File: src/adc_pkg.sv
/*
  Shared definitions for the serial ADC controller.
  Word and address types, host register offsets,
  command codes and serial frame constants.
*/
package adc_pkg;

  // Serial frame word, also the host data width.
  typedef logic [15:0] adc_word_t;
  // Host address bus.
  typedef logic [18:0] bus_addr_t;
  // Channel tag, top three bits of a received frame.
  typedef logic [2:0] chan_t;

  // Channels on the chip.
  localparam int num_chan = 8;
  // Bits shifted per frame.
  localparam int frame_bits = 16;
  // Two sclk cycles per serial bit.
  localparam int frame_cycles = 2 * frame_bits;

  // Offsets inside the host window.
  typedef enum logic [7:0] {
    off_reset = 8'd0,
    off_cmd   = 8'd1,
    off_chan0 = 8'd2,
    off_chan1 = 8'd3,
    off_chan2 = 8'd4,
    off_chan3 = 8'd5,
    off_chan4 = 8'd6,
    off_chan5 = 8'd7,
    off_chan6 = 8'd8,
    off_chan7 = 8'd9
  } reg_offset_e;

  // Written at the reset offset to wipe the sample bank.
  localparam adc_word_t cmd_reset = 16'd1;
  // Shifted out when no command is waiting.
  localparam adc_word_t idle_word = 16'd0;

  // One host access per cycle.
  typedef struct packed {
    logic      wr;
    logic      rd;
    bus_addr_t addr;
    adc_word_t wdata;
  } host_req_t;

  // One received frame, tag split out.
  typedef struct packed {
    chan_t     chan;
    adc_word_t word;
  } rx_frame_t;

endpackage

File: src/adc_bus_regs.sv
/*
  Host register window of the ADC controller.
  Decodes the address window, holds one pending command,
  tracks busy until the carrying frame ends and returns readback.
*/
`timescale 1ns/1ps

module adc_bus_regs #(
  parameter int position = 0
) (
  input  logic              sclk,
  input  logic              reset,
  input  adc_pkg::host_req_t req,
  input  logic              cmd_taken,
  input  adc_pkg::adc_word_t rd_word,
  output adc_pkg::adc_word_t cmd_word,
  output logic              cmd_pending,
  output logic              bank_clear,
  output adc_pkg::chan_t    rd_chan,
  output adc_pkg::adc_word_t data_out,
  output logic              rd_valid,
  output logic              busy
);
  import adc_pkg::*;

  // Window base, one 256-word page per position.
  localparam bus_addr_t base_addr = bus_addr_t'(position * 256);
  localparam int off_w = $bits(reg_offset_e);
  localparam int addr_w = $bits(bus_addr_t);
  localparam int cnt_w = $clog2(frame_cycles);

  logic [off_w-1:0] offset;
  logic             page_hit;
  logic             chan_hit;
  logic             cmd_accept;
  logic             carrying;
  logic [cnt_w-1:0] frame_cnt;

  // Low byte is the offset, upper bits pick the page.
  assign offset   = req.addr[off_w-1:0];
  assign page_hit = (req.addr[addr_w-1:off_w] == base_addr[addr_w-1:off_w]);

  // Sample registers occupy offsets 2 to 9.
  assign chan_hit = page_hit && (offset >= off_chan0) && (offset <= off_chan7);
  assign rd_chan  = chan_t'(offset - off_chan0);

  // Command write, dropped while busy.
  assign cmd_accept = req.wr && page_hit && (offset == off_cmd) && !busy;

  // Reset command clears the bank at this same edge.
  assign bank_clear = req.wr && page_hit && (offset == off_reset) &&
                      (req.wdata == cmd_reset);

  // Command word itself.
  always_ff @(posedge sclk) begin
    if (cmd_accept) begin
      cmd_word <= req.wdata;
    end
  end

  // Pending flag and busy tracking.
  always_ff @(posedge sclk) begin
    if (reset) begin
      cmd_pending <= 1'b0;
      busy        <= 1'b0;
      carrying    <= 1'b0;
      frame_cnt   <= '0;
    end else begin
      // Accept and take cannot meet, pending implies busy.
      if (cmd_accept) begin
        cmd_pending <= 1'b1;
        busy        <= 1'b1;
      end else if (cmd_taken) begin
        cmd_pending <= 1'b0;
      end
      // Engine loaded it, count out the cs-high cycles.
      if (cmd_taken) begin
        carrying  <= 1'b1;
        frame_cnt <= cnt_w'(frame_cycles - 1);
      end else if (carrying) begin
        if (frame_cnt == '0) begin
          // Last cs-high cycle, busy drops in the gap.
          carrying <= 1'b0;
          busy     <= 1'b0;
        end else begin
          frame_cnt <= frame_cnt - 1'b1;
        end
      end
    end
  end

  // Read strobe answered one cycle later.
  always_ff @(posedge sclk) begin
    if (reset) begin
      rd_valid <= 1'b0;
    end else begin
      rd_valid <= req.rd;
    end
  end

  // Only sample offsets return data, all else reads 0.
  always_ff @(posedge sclk) begin
    if (req.rd) begin
      data_out <= chan_hit ? rd_word : '0;
    end
  end

  // Engine only takes a command that was offered.
  taken_needs_pending: assert property (
    @(posedge sclk) disable iff (reset) cmd_taken |-> cmd_pending
  );

endmodule

File: src/adc_control.sv
/*
  Top level of the serial ADC controller.
  Joins the host register window, the frame engine
  and the sample bank.
*/
`timescale 1ns/1ps

module adc_control #(
  parameter int position = 0
) (
  input  logic               sclk,
  input  logic               reset,
  input  logic               wr,
  input  logic               rd,
  input  adc_pkg::bus_addr_t addr,
  input  adc_pkg::adc_word_t data_in,
  output adc_pkg::adc_word_t data_out,
  output logic               rd_valid,
  output logic               busy,
  output logic               cs,
  output logic               adc_sclk,
  output logic               adc_din,
  input  logic               adc_dout
);
  import adc_pkg::*;

  host_req_t req;
  adc_word_t cmd_word;
  logic      cmd_pending;
  logic      cmd_taken;
  logic      bank_clear;
  chan_t     rd_chan;
  adc_word_t rd_word;
  rx_frame_t rx;
  logic      rx_valid;

  // Host pins bundled into one request.
  assign req = '{wr: wr, rd: rd, addr: addr, wdata: data_in};

  adc_bus_regs #(
    .position(position)
  ) regs_i (
    .sclk       (sclk),
    .reset      (reset),
    .req        (req),
    .cmd_taken  (cmd_taken),
    .rd_word    (rd_word),
    .cmd_word   (cmd_word),
    .cmd_pending(cmd_pending),
    .bank_clear (bank_clear),
    .rd_chan    (rd_chan),
    .data_out   (data_out),
    .rd_valid   (rd_valid),
    .busy       (busy)
  );

  adc_frame_engine engine_i (
    .sclk       (sclk),
    .reset      (reset),
    .cmd_word   (cmd_word),
    .cmd_pending(cmd_pending),
    .cmd_taken  (cmd_taken),
    .cs         (cs),
    .adc_sclk   (adc_sclk),
    .adc_din    (adc_din),
    .adc_dout   (adc_dout),
    .rx         (rx),
    .rx_valid   (rx_valid)
  );

  adc_sample_bank bank_i (
    .sclk    (sclk),
    .reset   (reset),
    .rx      (rx),
    .rx_valid(rx_valid),
    .clear   (bank_clear),
    .rd_chan (rd_chan),
    .rd_word (rd_word)
  );

endmodule

File: src/adc_frame_engine.sv
/*
  Serial frame engine for the ADC.
  Runs frames back to back, shifting a command or idle word out
  on adc_din MSB first while capturing adc_dout, then hands the
  received word to the sample bank in the gap cycle.
*/
`timescale 1ns/1ps

module adc_frame_engine (
  input  logic               sclk,
  input  logic               reset,
  input  adc_pkg::adc_word_t cmd_word,
  input  logic               cmd_pending,
  output logic               cmd_taken,
  output logic               cs,
  output logic               adc_sclk,
  output logic               adc_din,
  input  logic               adc_dout,
  output adc_pkg::rx_frame_t rx,
  output logic               rx_valid
);
  import adc_pkg::*;

  localparam int bit_w = $clog2(frame_bits);
  localparam int chan_w = $bits(chan_t);

  // State sets the registered pins for the next cycle.
  typedef enum logic [1:0] {
    st_load,
    st_shift,
    st_gap
  } state_e;

  state_e           state;
  logic [bit_w-1:0] bit_cnt;
  adc_word_t        out_shift;
  adc_word_t        in_shift;
  adc_word_t        next_word;

  // Command wins over the idle word.
  assign next_word = cmd_pending ? cmd_word : idle_word;
  // Load sits in the cs-low gap cycle.
  assign cmd_taken = (state == st_load) && cmd_pending;

  // MSB of the out register drives the pin.
  assign adc_din = out_shift[frame_bits-1];

  // Tag rides in the top bits of the reply.
  assign rx.chan = in_shift[frame_bits-1 -: chan_w];
  assign rx.word = in_shift;

  always_ff @(posedge sclk) begin
    if (reset) begin
      state     <= st_load;
      cs        <= 1'b0;
      adc_sclk  <= 1'b0;
      bit_cnt   <= '0;
      out_shift <= '0;
      rx_valid  <= 1'b0;
    end else begin
      rx_valid <= 1'b0;
      case (state)
        st_load: begin
          // Open the frame, first bit low phase.
          cs        <= 1'b1;
          adc_sclk  <= 1'b0;
          bit_cnt   <= '0;
          out_shift <= next_word;
          state     <= st_shift;
        end
        st_shift: begin
          if (!adc_sclk) begin
            // Low phase done, raise sclk.
            adc_sclk <= 1'b1;
            if (bit_cnt == bit_w'(frame_bits - 1)) begin
              state <= st_gap;
            end
          end else begin
            // High phase done, next bit on din.
            adc_sclk  <= 1'b0;
            bit_cnt   <= bit_cnt + 1'b1;
            out_shift <= {out_shift[frame_bits-2:0], 1'b0};
          end
        end
        st_gap: begin
          // Last high phase now, close the frame.
          cs        <= 1'b0;
          adc_sclk  <= 1'b0;
          out_shift <= '0;
          rx_valid  <= 1'b1;
          state     <= st_load;
        end
        default: begin
          state <= st_load;
        end
      endcase
    end
  end

  // Sample adc_dout in the high cycle of each bit.
  always_ff @(posedge sclk) begin
    if (cs && adc_sclk) begin
      in_shift <= {in_shift[frame_bits-2:0], adc_dout};
    end
  end

  // Frame length seen on the pins.
  cs_frame_len: assert property (
    @(posedge sclk) disable iff (reset)
    $rose(cs) |-> cs [*frame_cycles] ##1 !cs
  );

  // No clock edges outside a frame.
  sclk_idle_low: assert property (
    @(posedge sclk) disable iff (reset) !cs |-> !adc_sclk
  );

endmodule

File: src/adc_sample_bank.sv
/*
  Sample bank of the ADC controller.
  Keeps the latest frame per channel tag and
  answers combinational reads from the host window.
*/
`timescale 1ns/1ps

module adc_sample_bank (
  input  logic               sclk,
  input  logic               reset,
  input  adc_pkg::rx_frame_t rx,
  input  logic               rx_valid,
  input  logic               clear,
  input  adc_pkg::chan_t     rd_chan,
  output adc_pkg::adc_word_t rd_word
);
  import adc_pkg::*;

  // One word per channel.
  adc_word_t mem [num_chan];

  // Clear beats a write landing in the same cycle.
  always_ff @(posedge sclk) begin
    if (reset || clear) begin
      for (int i = 0; i < num_chan; i++) begin
        mem[i] <= '0;
      end
    end else if (rx_valid) begin
      // Filed by the tag the chip sent.
      mem[rx.chan] <= rx.word;
    end
  end

  // Read port, no latency.
  assign rd_word = mem[rd_chan];

endmodule

File: config.mk
export PLATFORM = sky130hd
export DESIGN_NAME = adc_control
export DESIGN_NICKNAME = d
export VERILOG_FILES = /design/src/adc_pkg.sv /design/src/adc_bus_regs.sv /design/src/adc_control.sv /design/src/adc_frame_engine.sv /design/src/adc_sample_bank.sv
export SDC_FILE = /design/constraint.sdc
export NUM_CORES = 1
export LEC_CHECK = 0
export BUFFER_PORTS_ARGS = -buffer_cell sky130_fd_sc_hd__buf_2
export CORE_ASPECT_RATIO = 1.25
export CORE_MARGIN = 5
export CORE_UTILIZATION = 55
export DETAILED_ROUTE_END_ITERATION = 12
export GPL_ROUTABILITY_DRIVEN = 0
export GPL_TIMING_DRIVEN = 1
export PLACE_DENSITY = 0.76
export SKIP_LAST_GASP = 1
export SLEW_MARGIN = 20
export SYNTH_ARGS = -nofsm -noshare
export SYNTH_HDL_FRONTEND = slang
export SYNTH_HIERARCHICAL = 1
export SYNTH_SLANG_ARGS = --single-unit
File: constraint.sdc
create_clock -name sclk -period 3.35 [get_ports sclk]
set_clock_uncertainty 0.05 [all_clocks]
set_input_delay 0.5025 -clock sclk [delete_from_list [all_inputs] [get_ports sclk]]
set_output_delay 0.5025 -clock sclk [all_outputs]
set_load 0.02 [all_outputs]
-- After elaboration in Yosys (flattened, before gate mapping)
Memories as Yosys holds them, arrays and structs flattened. A register that Yosys moved wholly into a read port is not among the register bits.
Cells that the tools add are included.
- flip-flop bits (word level): 66
- bits in latches: 0
- memory bits (writable): 128
- memory bits (read-only): 0
- output and inout port bits: 21
- logic and storage cells: 88
- memories: 1
- memory list (name ; depth ; bits a word ; rd ports ; clocked after memory_dff ; wr ports ; RTL line ; RTL):
    bank_i.mem ; 8 ; 16 ; 1 ; 1 ; 8 ; adc_sample_bank.sv:20 ; adc_word_t mem [num_chan];
- add/sub/neg operators: 3
- multipliers: 0
- divide/modulo/power cells: 0
- order comparisons: 2
- eq/ne operators: 9
- shifts and indexed selects: 0
- mux-type cells: 32
- bitwise logic cells: 0
- reduce and logical (&&, ||, !) cells: 28
- operator list (kind ; count):
    two-way mux 16 bit ; 3
    case mux 16 bit (3 select lines) ; 1
    two-way mux 1 bit ; 17
    equality test 16 x 1 -> 1 bit (second input constant) ; 1
    OR reduction 16 bit ; 1
    two-way mux 5 bit ; 3
    logical NOT 11 bit ; 1
    nonzero test 2 bit ; 5
    logical AND 1 bit ; 9
    equality test 8 x 1 -> 1 bit (second input constant) ; 1
    greater-or-equal comparator 8 x 2 -> 1 bit (second input constant) ; 1
    <= comparator 8 x 4 -> 1 bit (second input constant) ; 1
    logical NOT 8 bit ; 1
    case mux 4 bit (2 select lines) ; 1
    AND reduction 2 bit ; 4
    logical NOT 5 bit ; 1
    subtractor 5 x 1 -> 5 bit (second input constant) ; 1
    adder 4 x 1 -> 4 bit (second input constant) ; 1
    equality test 4 bit (second input constant) ; 1
    two-way mux 2 bit ; 2
    two-way mux 4 bit ; 1
    inequality test 2 x 1 -> 1 bit (second input constant) ; 2
    inequality test 2 bit (second input constant) ; 2
    case mux 1 bit (2 select lines) ; 2
    10 further kinds ; 11

-- Longest topological paths before layout
- depth after elaboration: 9
- mapped depth: 9
- gate-level depth less buffers: 6

-- Hierarchy
The synthesis kept the hierarchy.
- modules (own cells, without submodules) (module ; instances ; cells each ; area each (µm²) ; sequential area each (µm²)):
    adc_sample_bank ; 1 ; 375 ; 5831.8 ; 3843.7
    adc_frame_engine ; 1 ; 155 ; 1793.0 ; 980.9
    adc_bus_regs ; 1 ; 120 ; 1661.6 ; 1141.1

-- Least setup slack after synthesis
No wires, ideal clock.
- path type: input -> register
- from: input addr[17]
- to: memory bank_i/mem[6][0] in the netlist's numbering (enable)
- library setup time: 411 ps
- arrival time: 3098 ps
- data required time: 2889 ps
- setup slack: -209 ps
- cell stages on the path: 8
- path buffers: 3
- cell sequence: nor4_1 > nand4_1 > clkbuf_1 > and4b_1 > or4b_1 > clkbuf_1 > buf_6 > o21ai_0
- RTL lines (what ; RTL line ; RTL):
    start, declared ; adc_control.sv:15 ; input adc_pkg::bus_addr_t addr,
    end, declared ; adc_sample_bank.sv:20 ;

==> run metrics <==
Netlist cell types=50; CP Cell Sequence=buf_2 -> nor4b_1 -> and4_1 -> and4b_1 -> or4b_2 -> o21ai_1 -> buf_4; WHS Endpoint=engine_i/in_shift[0]$_DFFE_PP_; H-tree levels=1; met2 usage=around 39%; Worst-Skew Late Latency=0.50 ns; first-pass GRT wire length=34200 µm; clk sinks=210; die width=between 100 and 150 µm; Max Buffers Root-to-Sink=3; Net count, final=between 700 and 800; Final setup viols=0; Worst setup EP type=flip-flop; Compound-Gate Fraction of Synth Area=between 5 and 6%; slowest CP cell=or4b_2; die area=between 0.015 and 0.02 mm²; grt met1 use=a little over a quarter; startpoint class of the critical path=input pin; mapped cell area=between 0.009 and 0.01 mm²; Pre-antenna DRT Iters=5; Final period util=roughly 73%; multi-input logic area=approximately 0.0029 mm²; final hold slack=0.129 ns; GRT Residual Overflow=0; final hold vios=0; largest family of logic cells by synthesized area=simple AND/OR/NAND/NOR gates; vias=5903; # IOs=61; Area contributors post-synth=edfxtp_1 (57%), mux4_2 (7.8%), dfxtp_1 (7.3%), nor3_1 (6.1%), nor3_2 (2.2%); CTS tree=done; Post-route DRC=0; WP data arrival=roughly 2.6 ns; critical path peak fanout=13; Syn Nets=approximately 700; Post-Synth XOR/XNOR Area=less than 1%; Max Cap Viol=0; Seq/Total Area, Yosys=~64%; most frequent cell after synthesis=edfxtp_1; Worst slew margin=about two fifths; Port Buffer Count=60; fillers=1181; CTS resizes=0; initial antenna violation count=0; Hold/Removal Path Class=in2reg; Min-Delay Startpoint=adc_dout; DR iter-0 viols=around 570; Reg area=0.00597 mm²; GRT busiest layer=met2; VDD IR-drop max=approximately 370 µV; EDFF count, synth=176; cell depth of the worst flop-to-flop path=3; Mean Syn Cell Area=roughly 14 µm²; Tightest Pin Transition=0.889 ns; Data required, critical path=3.50 ns; most common flop cell mapped by yosys=edfxtp_1; Chip Height=about 160 µm; worst path bufs/invs=2; most frequent cells after synthesis=edfxtp_1 (176), nor3_1 (113), clkbuf_1 (40); CORE AREA=around 0.017 mm²; FF-to-FF End=bank_i/mem[6][5]$_SDFFCE_PN0P_; min Tclk post-route=about 2.4 ns; hold-fix buffers at CTS=0; Simple-Gate Fraction of Synth Area=~14%; total power of the final layout=between 6 and 7 mW; top cell family by delay on the critical path=simple AND/OR/NAND/NOR gates; Setup Buffers After CTS=0; number of warnings issued by yosys=6; asr flop ratio synth=0%; routed wire length=between 20000 and 25000 µm; Synth top area share=56.9%; Core Rows=53; highest clock rate=between 400 and 500 MHz; mux contribution to synthesized area=roughly 9.7%; DR WL/cell=about 23 µm; final core utilization=between 60 and 70%; sum of negative setup slack=0 ns; clk slew on worst S/H paths=approximately 0.060 ns; largest stage delay on the critical path=0.85 ns; ant diodes=0; CTS buffer count=22; Starting Density=between 50 and 60%; HPWL Detailed=between 10000 and 15000 µm; layout cell share with drive strength beyond 1=between 20 and 30%; Crit. Startpoint=data_in[0]; Adder-Cell Fraction of Synth Area=around 1.1%; FF+latch count, synth=between 200 and 250; vias per cell=6.31; Max Transition Viols Final=0; pin count of the biggest net entering global routing=38; largest area contributor in the netlist=edfxtp_1; Routed Antenna Nets=0; cells after synthesis=650; Crit Path Category=in2reg; R2R setup slack=between 1 and 1.5 ns; hold depth=1; All-Layer GR Usage=about 22%; met3 GRT Util=3.78%; synthesis-to-finish area growth=13.7%; FF-to-FF Start=engine_i/in_shift[13]$_DFFE_PP_; Cell Pwr Density=647 mW/mm²; Leakage Power=about 3.5 nW; RSZ-0062 raised after global routing=false; clk root buf=clkbuf_16; outcome=finished, final reports clean; vias in the first global route=slightly above 6000
## registers in the layout, indices dropped and copies added (netlist names), 2 cells and up
register / count
bank_i/mem: 128
engine_i/in_shift: 16
engine_i/out_shift: 16
regs_i/cmd_word: 16
regs_i/data_out: 16
regs_i/frame_cnt: 5
engine_i/bit_cnt: 4
engine_i/state: 2
## cells by family after synthesis
logic type | count (synthesis)
XOR/XNOR | 2
flip-flops | 210
adder cells (fa/ha/maj) | 8
AO/OA/AOI/OAI | 77
AND/OR/NAND/NOR | 215
multiplexers | 48
buffers and inverters | 90
## cell type report
cell class / instances / share of cell area (%)
Clock buffer: 28 / 5.63
Multi-Input combinational cell: 350 / 27.5
Tap cell: 220 / 2.61
Sequential cell: 210 / 56.5
Inverter: 24 / 0.853
Timing Repair Buffer: 92 / 5.36
Clock inverter: 12 / 1.53
## placed cells by master (no fill, tap or decap), drive strengths merged, types with 6 or more instances in the layout
| cell | netlist | routed |
|---|---|---|
| inv | 8 | 8 |
| a211oi | 16 | 16 |
| clkbuf | 40 | 28 |
| a32oi | 14 | 14 |
| nor2 | 10 | 10 |
| edfxtp | 176 | 176 |
| clkinv | 16 | 21 |
| buf | 26 | 92 |
| mux4 | 32 | 32 |
| dfxtp | 34 | 34 |
| nor3 | 133 | 133 |
| nor4 | 6 | 6 |
| nand2b | 7 | 7 |
| nor3b | 16 | 16 |
| a21oi | 22 | 22 |
| o21ai | 16 | 16 |
| mux2 | 16 | 16 |
| ha | 8 | 8 |
## routing by layer
metal / wire (µm) / part of all wire [%]
met3: 1360 / 6.3
met2: 11200 / 52
met1: 7990 / 37
met4: 1090 / 5.0
met5: 0 / 0
## worst max path at each step
stage | endpoint | slack (ns) | depth (start not counted)
global placement | bank_i/mem[1][2]$_SDFFCE_PN0P_ | 0.23 | 6
detailed placement | bank_i/mem[3][9]$_SDFFCE_PN0P_ | 0.05 | 6
floorplan | bank_i/mem[6][0]$_SDFFCE_PN0P_ | -0.21 | 8
global route | bank_i/mem[1][13]$_SDFFCE_PN0P_ | 0.83 | 7
finish | bank_i/mem[6][5]$_SDFFCE_PN0P_ | 0.92 | 7
CTS | bank_i/mem[7][5]$_SDFFCE_PN0P_ | 0.53 | 6
## metrics by stage
stage	cells	setup slack [ns]	instance area [µm²]
2_1_floorplan	650	-0.209	9290
3_3_place_gp	896	0.229	9800
3_5_place_dp	896	0.0470	9800
4_1_cts	936	0.530	10600
5_1_grt	936	0.830	10600
6_report	936	0.921	10600
## where the power goes
part | switching, mW | total [mW] | internal [mW] | leakage [nW]
combinational | 0.746 | 1.14 | 0.391 | 1.08
sequential | 0.123 | 3.16 | 3.04 | 2.05
clock | 0.972 | 2.53 | 1.56 | 0.359
Note: power is estimated with default switching activity, not from simulation.
